[src/hub75_params.svh]
// panel geometry, timing and command opcodes of the HUB75 driver
// included by the package, the RTL and the testbench
`ifndef HUB75_PARAMS_SVH
`define HUB75_PARAMS_SVH

// panel geometry
`define HUB75_WIDTH 16
`define HUB75_HEIGHT 8
`define HUB75_HALF 4            // rows per half-panel, one scan address each

// bitplanes for binary-coded modulation, equal to the bits per colour channel
`define HUB75_PLANES 4

// timing in clk_root cycles
`define HUB75_TICKS_PER_BIT 4   // uart bit time
`define HUB75_PIXEL_PERIOD 4    // one shifted pixel

// command opcodes, each followed by its argument bytes
`define HUB75_OP_LINE 8'h4C     // row byte, then one pixel of two bytes per column
`define HUB75_OP_RGB_EN 8'h45   // low 3 bits are the channel enables
`define HUB75_OP_PLANE_EN 8'h42 // low 4 bits are the bitplane enables

`endif

[src/hub75_pkg.sv]
// types shared by the HUB75 driver modules and the testbench
// pull in with a wildcard import in the module header
`include "hub75_params.svh"

package hub75_pkg;

    // stored pixel, sent high byte first: {pad, r} then {g, b}
    typedef struct packed {
        logic [3:0]               pad;
        logic [`HUB75_PLANES-1:0] r;
        logic [`HUB75_PLANES-1:0] g;
        logic [`HUB75_PLANES-1:0] b;
    } pixel_t;

    // one bit per channel, as shifted into the panel
    typedef struct packed {
        logic r;
        logic g;
        logic b;
    } rgb_t;

    typedef logic [$clog2(`HUB75_WIDTH)-1:0]  col_t;
    typedef logic [$clog2(`HUB75_HEIGHT)-1:0] row_t;
    typedef logic [$clog2(`HUB75_HALF)-1:0]   half_row_t;   // panel address lines
    typedef logic [$clog2(`HUB75_PLANES)-1:0] plane_t;
    typedef logic [`HUB75_PLANES-1:0]         plane_mask_t; // one bit per plane
    typedef logic [$clog2(`HUB75_WIDTH * `HUB75_HEIGHT)-1:0] ram_addr_t; // row * width + col

endpackage

[src/uart_rx.sv]
// 8N1 uart receiver running at HUB75_TICKS_PER_BIT clocks per bit
// rx_strobe pulses for one cycle in the middle of a good stop bit
`timescale 1ns/1ps
`include "hub75_params.svh"

module uart_rx (
    input  logic       clk_root,
    input  logic       arst_n,
    input  logic       rxd,
    output logic [7:0] rx_data,
    output logic       rx_strobe
);

    localparam int TICKS  = `HUB75_TICKS_PER_BIT;
    localparam int TICK_W = $clog2(TICKS);

    typedef enum logic [1:0] {
        RX_IDLE,
        RX_START,
        RX_DATA,
        RX_STOP
    } rx_state_t;

    rx_state_t         state;
    logic [1:0]        rxd_sync;
    logic [TICK_W-1:0] tick;
    logic [2:0]        bit_idx;
    logic [7:0]        shift;
    logic              half_done;   // middle of the start bit
    logic              bit_done;    // middle of a data or stop bit

    assign half_done = (tick == TICK_W'(TICKS / 2 - 1));
    assign bit_done  = (tick == TICK_W'(TICKS - 1));

    always_ff @(posedge clk_root or negedge arst_n) begin
        if (!arst_n) begin
            rxd_sync <= 2'b11; // line idles high
        end else begin
            rxd_sync <= {rxd_sync[0], rxd};
        end
    end

    always_ff @(posedge clk_root or negedge arst_n) begin
        if (!arst_n) begin
            state     <= RX_IDLE;
            tick      <= '0;
            bit_idx   <= '0;
            rx_strobe <= 1'b0;
        end else begin
            rx_strobe <= 1'b0;
            tick      <= tick + 1'b1;
            case (state)
                RX_IDLE: begin
                    tick <= '0;
                    if (!rxd_sync[1]) begin
                        state <= RX_START;
                    end
                end
                RX_START: begin
                    if (half_done) begin
                        tick    <= '0;
                        bit_idx <= '0;
                        state   <= rxd_sync[1] ? RX_IDLE : RX_DATA; // glitch, not a start bit
                    end
                end
                RX_DATA: begin
                    if (bit_done) begin
                        tick    <= '0;
                        bit_idx <= bit_idx + 1'b1;
                        if (bit_idx == 3'd7) begin
                            state <= RX_STOP;
                        end
                    end
                end
                RX_STOP: begin
                    if (bit_done) begin
                        rx_strobe <= rxd_sync[1]; // framing error drops the byte
                        state     <= RX_IDLE;
                    end
                end
                default: state <= RX_IDLE;
            endcase
        end
    end

    always_ff @(posedge clk_root) begin
        if (state == RX_DATA && bit_done) begin
            shift <= {rxd_sync[1], shift[7:1]}; // lsb first
        end
        if (state == RX_STOP && bit_done) begin
            rx_data <= shift;
        end
    end

endmodule

[src/command_decoder.sv]
// command parser for the serial link
// turns line loads into frame memory writes and holds the channel and plane enables
`timescale 1ns/1ps
`include "hub75_params.svh"

module command_decoder
    import hub75_pkg::*;
(
    input  logic        clk_root,
    input  logic        arst_n,
    input  logic [7:0]  rx_data,
    input  logic        rx_strobe,
    output logic        wr_en,
    output ram_addr_t   wr_addr,
    output pixel_t      wr_data,
    output rgb_t        rgb_enable,
    output plane_mask_t plane_enable
);

    typedef enum logic [1:0] {
        ST_OPCODE,
        ST_ROW,     // argument byte, a row or an enable mask
        ST_PIX_HI,
        ST_PIX_LO
    } cmd_state_t;

    cmd_state_t state;
    logic [7:0] opcode;
    row_t       row;
    col_t       col;
    logic [7:0] pix_hi;
    logic       pix_done;

    assign pix_done = rx_strobe && (state == ST_PIX_LO);

    always_ff @(posedge clk_root or negedge arst_n) begin
        if (!arst_n) begin
            state        <= ST_OPCODE;
            opcode       <= '0;
            row          <= '0;
            col          <= '0;
            wr_en        <= 1'b0;
            rgb_enable   <= 3'b111;
            plane_enable <= '1;
        end else begin
            wr_en <= pix_done; // write lands one cycle after the low byte
            if (rx_strobe) begin
                case (state)
                    ST_OPCODE: begin
                        case (rx_data)
                            `HUB75_OP_LINE, `HUB75_OP_RGB_EN, `HUB75_OP_PLANE_EN: begin
                                opcode <= rx_data;
                                state  <= ST_ROW;
                            end
                            default: ; // unknown opcode, wait for the next one
                        endcase
                    end
                    ST_ROW: begin
                        state <= ST_OPCODE;
                        case (opcode)
                            `HUB75_OP_LINE: begin
                                row   <= row_t'(rx_data);
                                col   <= '0;
                                state <= ST_PIX_HI;
                            end
                            `HUB75_OP_RGB_EN:   rgb_enable   <= rgb_t'(rx_data[2:0]);
                            `HUB75_OP_PLANE_EN: plane_enable <= plane_mask_t'(rx_data[3:0]);
                            default: ;
                        endcase
                    end
                    ST_PIX_HI: state <= ST_PIX_LO;
                    ST_PIX_LO: begin
                        col <= col + 1'b1;
                        // last column closes the line
                        if (col == col_t'(`HUB75_WIDTH - 1)) begin
                            state <= ST_OPCODE;
                        end else begin
                            state <= ST_PIX_HI;
                        end
                    end
                    default: state <= ST_OPCODE;
                endcase
            end
        end
    end

    always_ff @(posedge clk_root) begin
        if (rx_strobe && state == ST_PIX_HI) begin
            pix_hi <= rx_data;
        end
        if (pix_done) begin
            wr_addr <= ram_addr_t'(row * `HUB75_WIDTH + col);
            wr_data <= pixel_t'({pix_hi, rx_data});
        end
    end

endmodule

[src/frame_ram.sv]
// frame buffer, one pixel_t word per panel pixel
// write port from the command decoder, registered read port for the row fetch
`timescale 1ns/1ps
`include "hub75_params.svh"

module frame_ram
    import hub75_pkg::*;
(
    input  logic      clk_root,
    input  logic      wr_en,
    input  ram_addr_t wr_addr,
    input  pixel_t    wr_data,
    input  ram_addr_t rd_addr,
    output pixel_t    rd_data
);

    localparam int DEPTH = `HUB75_WIDTH * `HUB75_HEIGHT;

    pixel_t mem [DEPTH];

    always_ff @(posedge clk_root) begin
        if (wr_en) begin
            mem[wr_addr] <= wr_data;
        end
    end

    // one cycle of read latency, old data on a same-address write
    always_ff @(posedge clk_root) begin
        rd_data <= mem[rd_addr];
    end

endmodule

[src/row_fetch.sv]
// fetches the top and bottom pixel of one column after each load strobe
// and reduces them to the current bitplane bit per channel, masked by the enables
`timescale 1ns/1ps
`include "hub75_params.svh"

module row_fetch
    import hub75_pkg::*;
(
    input  logic        clk_root,
    input  logic        arst_n,
    input  logic        load,
    input  col_t        column,
    input  half_row_t   half_row,
    input  plane_t      plane,
    input  rgb_t        rgb_enable,
    input  plane_mask_t plane_enable,
    output ram_addr_t   rd_addr,
    input  pixel_t      rd_data,
    output rgb_t        rgb_top,
    output rgb_t        rgb_bottom
);

    logic [2:0] stage;      // one-hot, cycles 0 to 2 after load
    col_t       col_q;
    half_row_t  row_q;
    plane_t     plane_q;
    pixel_t     top_pix;

    function automatic rgb_t plane_bits(input pixel_t pix, input plane_t pl,
                                        input rgb_t en, input plane_mask_t pl_en);
        rgb_t bits;
        bits.r = pix.r[pl];
        bits.g = pix.g[pl];
        bits.b = pix.b[pl];
        return rgb_t'(bits & en & {3{pl_en[pl]}});
    endfunction

    always_ff @(posedge clk_root or negedge arst_n) begin
        if (!arst_n) begin
            stage      <= '0;
            rgb_top    <= '0;
            rgb_bottom <= '0;
        end else begin
            stage <= {stage[1:0], load};
            if (stage[2]) begin // bottom word on rd_data now
                rgb_top    <= plane_bits(top_pix, plane_q, rgb_enable, plane_enable);
                rgb_bottom <= plane_bits(rd_data, plane_q, rgb_enable, plane_enable);
            end
        end
    end

    always_ff @(posedge clk_root) begin
        if (load) begin
            col_q   <= column;
            row_q   <= half_row;
            plane_q <= plane;
            rd_addr <= ram_addr_t'(half_row * `HUB75_WIDTH + column);
        end
        // bottom half sits HUB75_HALF rows further down
        if (stage[0]) begin
            rd_addr <= ram_addr_t'((row_q + `HUB75_HALF) * `HUB75_WIDTH + col_q);
        end
        if (stage[1]) begin
            top_pix <= rd_data;
        end
    end

endmodule

[src/matrix_scan.sv]
// panel scan sequencer: shifts one column per pixel period, latches each bitplane
// and keeps the row lit for 8 << plane clocks while the next plane shifts
`timescale 1ns/1ps
`include "hub75_params.svh"

module matrix_scan
    import hub75_pkg::*;
(
    input  logic      clk_root,
    input  logic      arst_n,
    output logic      load,
    output col_t      column,
    output half_row_t half_row,
    output plane_t    plane,
    output half_row_t row_addr,
    output logic      clk_pixel,
    output logic      latch,
    output logic      oe_n
);

    localparam int PERIOD  = `HUB75_PIXEL_PERIOD;
    localparam int TICK_W  = $clog2(PERIOD);
    localparam int SLOTS   = `HUB75_WIDTH + 1;  // extra slot covers the fetch latency
    localparam int SLOT_W  = $clog2(SLOTS);
    localparam int ON_BASE = 8;                 // plane 0 on-time
    localparam int ON_W    = $clog2(ON_BASE << (`HUB75_PLANES - 1)) + 1;

    typedef enum logic [1:0] {
        PH_SHIFT,
        PH_BLANK,
        PH_LATCH
    } phase_t;

    phase_t            phase;
    logic [TICK_W-1:0] tick;
    logic [SLOT_W-1:0] slot;
    logic [ON_W-1:0]   on_cnt;
    logic              period_end;
    logic              shift_end;

    assign period_end = (phase == PH_SHIFT) && (tick == TICK_W'(PERIOD - 1));
    assign shift_end  = period_end && (slot == SLOT_W'(SLOTS - 1));
    // column k is fetched in slot k and clocked out in slot k+1
    assign load       = (phase == PH_SHIFT) && (tick == '0) && (slot < SLOT_W'(`HUB75_WIDTH));
    assign column     = col_t'(slot);

    always_ff @(posedge clk_root or negedge arst_n) begin
        if (!arst_n) begin
            phase     <= PH_SHIFT;
            tick      <= '0;
            slot      <= '0;
            on_cnt    <= '0;
            plane     <= '0;
            half_row  <= '0;
            row_addr  <= '0;
            clk_pixel <= 1'b0;
            latch     <= 1'b0;
            oe_n      <= 1'b1;
        end else begin
            clk_pixel <= (phase == PH_SHIFT) && (tick == TICK_W'(PERIOD - 2)) && (slot != '0);
            latch     <= (phase == PH_BLANK);
            oe_n      <= (phase == PH_BLANK) || shift_end ||
                         ((phase == PH_SHIFT) && (on_cnt <= ON_W'(1)));
            case (phase)
                PH_SHIFT: begin
                    if (on_cnt != '0) begin
                        on_cnt <= on_cnt - 1'b1;
                    end
                    tick <= tick + 1'b1;
                    if (period_end) begin
                        tick <= '0;
                        slot <= shift_end ? '0 : slot + 1'b1;
                    end
                    if (shift_end) begin
                        phase <= PH_BLANK;
                    end
                end
                PH_BLANK: phase <= PH_LATCH;
                PH_LATCH: begin
                    phase    <= PH_SHIFT;
                    row_addr <= half_row;               // shows the row just latched
                    on_cnt   <= ON_W'(ON_BASE) << plane;
                    if (plane == plane_t'(`HUB75_PLANES - 1)) begin
                        plane    <= '0;
                        half_row <= (half_row == half_row_t'(`HUB75_HALF - 1)) ?
                                    '0 : half_row + 1'b1;
                    end else begin
                        plane <= plane + 1'b1;
                    end
                end
                default: phase <= PH_SHIFT;
            endcase
        end
    end

endmodule

[src/hub75_top.sv]
// HUB75 driver top level, serial command input to panel pins
// uart receiver, command decoder, frame memory, row fetch and scan sequencer
`timescale 1ns/1ps

module hub75_top
    import hub75_pkg::*;
(
    input  logic      clk_root,
    input  logic      arst_n,
    input  logic      uart_rxd,
    output rgb_t      rgb1,     // top half-panel
    output rgb_t      rgb2,     // bottom half-panel
    output half_row_t row_addr,
    output logic      clk_pixel,
    output logic      latch,
    output logic      oe_n
);

    logic [7:0]  rx_data;
    logic        rx_strobe;
    logic        wr_en;
    ram_addr_t   wr_addr;
    pixel_t      wr_data;
    rgb_t        rgb_enable;
    plane_mask_t plane_enable;
    logic        load;
    col_t        column;
    half_row_t   half_row;
    plane_t      plane;
    ram_addr_t   rd_addr;
    pixel_t      rd_data;

    uart_rx u_uart_rx (
        .clk_root  (clk_root),
        .arst_n    (arst_n),
        .rxd       (uart_rxd),
        .rx_data   (rx_data),
        .rx_strobe (rx_strobe)
    );

    command_decoder u_command_decoder (
        .clk_root     (clk_root),
        .arst_n       (arst_n),
        .rx_data      (rx_data),
        .rx_strobe    (rx_strobe),
        .wr_en        (wr_en),
        .wr_addr      (wr_addr),
        .wr_data      (wr_data),
        .rgb_enable   (rgb_enable),
        .plane_enable (plane_enable)
    );

    frame_ram u_frame_ram (
        .clk_root (clk_root),
        .wr_en    (wr_en),
        .wr_addr  (wr_addr),
        .wr_data  (wr_data),
        .rd_addr  (rd_addr),
        .rd_data  (rd_data)
    );

    row_fetch u_row_fetch (
        .clk_root     (clk_root),
        .arst_n       (arst_n),
        .load         (load),
        .column       (column),
        .half_row     (half_row),
        .plane        (plane),
        .rgb_enable   (rgb_enable),
        .plane_enable (plane_enable),
        .rd_addr      (rd_addr),
        .rd_data      (rd_data),
        .rgb_top      (rgb1),
        .rgb_bottom   (rgb2)
    );

    matrix_scan u_matrix_scan (
        .clk_root  (clk_root),
        .arst_n    (arst_n),
        .load      (load),
        .column    (column),
        .half_row  (half_row),
        .plane     (plane),
        .row_addr  (row_addr),
        .clk_pixel (clk_pixel),
        .latch     (latch),
        .oe_n      (oe_n)
    );

endmodule

[config.mk]
export PLATFORM = sky130hd
export DESIGN_NAME = hub75_top
export DESIGN_NICKNAME = d
export VERILOG_FILES = /design/src/hub75_pkg.sv /design/src/uart_rx.sv /design/src/command_decoder.sv /design/src/frame_ram.sv /design/src/row_fetch.sv /design/src/matrix_scan.sv /design/src/hub75_top.sv
export VERILOG_INCLUDE_DIRS = /design/src /design/src/src
export SDC_FILE = /design/constraint.sdc
export NUM_CORES = 2
export LEC_CHECK = 0
export BUFFER_PORTS_ARGS = -buffer_cell sky130_fd_sc_hd__buf_2
export CAP_MARGIN = 20
export CORE_ASPECT_RATIO = 0.5
export CORE_MARGIN = 3
export CORE_UTILIZATION = 45
export CTS_CLUSTER_SIZE = 25
export DETAILED_ROUTE_END_ITERATION = 8
export PLACE_DENSITY_LB_ADDON = 0.1
export SLEW_MARGIN = 20
export SYNTH_ARGS = -nofsm -noshare
export SYNTH_HDL_FRONTEND = slang
export SYNTH_SLANG_ARGS = --single-unit
[constraint.sdc]
create_clock -name clk_root -period 7.64 [get_ports clk_root]
set_input_delay 0 -clock clk_root [delete_from_list [all_inputs] [get_ports clk_root]]
set_output_delay 0 -clock clk_root [all_outputs]
set_load 0.01 [all_outputs]
==> results.ini <==
[clock_network]
htreeDepth=4
clock-sinks=1683
clk_path_buf_depth=3
ctsResizeCount=0
cts_buffers=150
clock_latency_ns=0.76
cts_tree=yes
cts-root-buf=clkbuf_16
path_clk_slew_ns=0.07

[die]
fp.dieW_um=542.1
die_height_um=274.0
floorplan.initialDensity_pct=45.77
core_area_sq_um=141300
die-area_sq_um=148500
io_pins=14
num_rows=97

[min_path]
hp-start=u_uart_rx.rxd_sync[0]$_DFF_PN1_
hold_class=flip-flop to flip-flop
holdPathStages=0
holdPathEnd=u_uart_rx.rxd_sync[1]$_DFF_PN1_

[setup_path]
required_ns=8.29
cp.depth=6
max_stage_delay_ns=0.93
ff2ff_path_depth=6
path_cells=buf_4 -> buf_4 -> mux4_2 -> mux4_2 -> mux4_2 -> mux2_2
crit_family=multiplexers
path_max_fanout=46
crit_slowest_cell=edfxtp_1
worstSetupStartpointType=flip-flop
r2r-end=u_frame_ram.rd_data[8]$_DFF_P_
r2r_slack_ns=3.52
crit_path_end_kind=flip-flop
timing.rr.start=u_row_fetch.rd_addr[2]$_DFFE_PP_
cp_num_buf_inv=2
critPathMostFrequentCell=mux4_2
path_class=flip-flop to flip-flop
arrival_ns=4.77

[drt]
dr.pass1.iters=5
vias=29379
drtIter0Drc=3753
ant_nets=0
drc=0
avgViaCountPerCell=5.998
wirelength_um=155200
wl_per_cell_um=31.70

[timing]
fin_hold_ws_ns=0.3570
worst_slew_pin_slew_ns=1.133
slew_violations=0
fmax_ghz=0.2426
fin_tns_setup_ns=0
period_minus_slack_ns=4.123
skew_ns=0.02882
rsz0062_at_grt=false
hold_violations=0
setup_violations=0
relSlewSlack_pct=24.40
finalCritPeriodShare_pct=53.96

[logic_synthesis]
ys_seq_elements=1683
syn_nets=2778
ys_dominant_reg_cell=edfxtp_1
ys_types=50
syn_area_sq_um=64660
synth-edff-count=1602
avgSynthCellArea_sq_um=23.51
synth_seq_area_share_pct=77.46
synthCells=2750
async_reset_ff_share_pct=4.100
yosys_warnings=0

[cells_and_area]
nets=2924
fillerInstances=10991
area_growth_pct=12.22
layout-drive-gt1-share_pct=32.57

[pwr]
p_leak_uw=0.02245
worst_ir_drop_vdd_mv=0.2164
cellPowerDensity_nw_per_um2=241.6

[placement]
portBuffers=13
dp_hpwl_um=90770
gp_congestion=0.7593

[grt]
grt_use_total_pct=21.29
grt_antenna_before_repair=8
overflow=0
grt_max_degree=117
grt_pass1_wl_um=223700
grt_pass1_vias=29763

[status]
outcome=finished clean

[job]
max_cap_violations=0

[kinds of logic after synthesis]
kind of cell	count (synthesis)	synth area share (%)
mux	550	18.47
compound gates	57	0.5748
flops	1683	77.46
buf+inv	165	1.124
xor+xnor	4	0.05419
simple gates	266	1.833
fa+ha+maj	25	0.4838
[worst max-delay path by stage]
stage                                      from                              to  slack [ns]
2_1_floorplan  u_row_fetch.rd_addr[0]$_DFFE_PP_  u_frame_ram.rd_data[3]$_DFF_P_        4.83
3_3_place_gp   u_row_fetch.rd_addr[2]$_DFFE_PP_  u_frame_ram.rd_data[8]$_DFF_P_        3.48
3_5_place_dp   u_row_fetch.rd_addr[2]$_DFFE_PP_  u_frame_ram.rd_data[8]$_DFF_P_        3.45
4_1_cts        u_row_fetch.rd_addr[2]$_DFFE_PP_  u_frame_ram.rd_data[8]$_DFF_P_        3.46
5_1_grt        u_row_fetch.rd_addr[2]$_DFFE_PP_  u_frame_ram.rd_data[8]$_DFF_P_        3.41
6_report       u_row_fetch.rd_addr[2]$_DFFE_PP_  u_frame_ram.rd_data[8]$_DFF_P_        3.52
[stage by stage]
step / worst slack [ns] / total power [uW] / std cells / util [%] / cell area, sq um
after floorplan: 4.834 / 10230 / 2750 / - / 64660
after global placement: 3.476 / 10260 / 4613 / 47.86 / 67610
after detailed placement: 3.453 / 10260 / 4617 / 47.90 / 67660
after CTS: 3.457 / 17700 / 4893 / 51.32 / 72500
after global routing: 3.407 / 18090 / 4896 / 51.36 / 72550
final: 3.517 / 17530 / 4898 / 51.36 / 72560
[per-layer routing]
metal  track usage (%)  vias to the layer above  part of all wire (%)  routed length, um
met2             29.65                     1003                    43              67150
met4             5.004                        0                   1.7               2592
li1                  -                    11954                     -                  -
met5                 0                        -                     0                  0
met1             34.03                    16252                    47              73060
met3             4.876                      170                   8.0              12460
[timing repair]
item	CTS	global route
hold buffers	5	0
buffers inserted	0	0
hold endpoints to repair	70	0
[where the power goes]
group / internal (uW) / switching [uW]
combinational: 38.7 / 54.1
sequential: 9960 / 12.9
clock: 4120 / 3350
total: 14100 / 3410
[synth_stat cells (all sizes together) (8+ instances only)]
| library cell | instances | area share (%) |
|---|---|---|
| nor2b | 19 | 0.18 |
| o22ai | 8 | 0.077 |
| inv | 26 | 0.15 |
| clkbuf | 72 | 0.42 |
| ha | 25 | 0.48 |
| nand2 | 47 | 0.27 |
| buf | 67 | 0.56 |
| nand3 | 18 | 0.14 |
| dfrtp | 59 | 2.3 |
| nor2 | 138 | 0.80 |
| nor3 | 13 | 0.10 |
| mux2 | 34 | 0.59 |
| o21ai | 18 | 0.14 |
| mux4 | 511 | 18 |
| edfxtp | 1602 | 74 |
| dfxtp | 12 | 0.37 |
| dfstp | 10 | 0.41 |
[cells in the final DEF (no fill, tap or decap), types with 25 or more instances in the layout]
| master | instances |
|---|---|
| edfxtp_1 | 1602 |
| mux4_2 | 511 |
| clkbuf_16 | 155 |
| buf_4 | 102 |
| nor2_2 | 72 |
| nor2_1 | 66 |
| dfrtp_1 | 59 |
| nand2_1 | 47 |
| clkbuf_1 | 36 |
| mux2_2 | 34 |
| inv_1 | 26 |
| ha_1 | 25 |
[worst register-to-register path, delay by kind of cell (launching register included)]
kind	cells	cell delay [ns]
flip-flops	1	0.93
multiplexers	4	1.93
buffers and inverters	2	1.16
[state kept, by name, summed over array words and instances, names as in the netlist, 3 cells and up, named ones only]
signal	cells
u_matrix_scan.slot	5
u_matrix_scan.on_cnt	7
u_uart_rx.rx_data	8
u_row_fetch.top_pix	12
u_row_fetch.rgb_top	3
u_frame_ram.mem	1536
u_frame_ram.rd_data	12
u_uart_rx.shift	8
u_uart_rx.bit_idx	3
u_command_decoder.opcode	8
u_command_decoder.col	4
u_row_fetch.rd_addr	7
u_command_decoder.wr_data	12
u_row_fetch.stage	3
u_row_fetch.col_q	4
u_command_decoder.pix_hi	4
u_command_decoder.row	3
u_row_fetch.rgb_bottom	3
u_command_decoder.wr_addr	7
u_command_decoder.rgb_enable	3
u_command_decoder.plane_enable	4
[cell type report]
type	instances	area (sq um)	area share, %
antenna	2	5.005	0.006898
clock buffer	203	4179	5.760
clock inverter	68	593.1	0.8174
inverter	26	97.59	0.1345
multi-input combinational	902	14110	19.45
sequential	1683	50090	69.03
tap	1881	2354	3.244
timing repair buffer	133	1129	1.555
(Power assumes the default switching activity.)
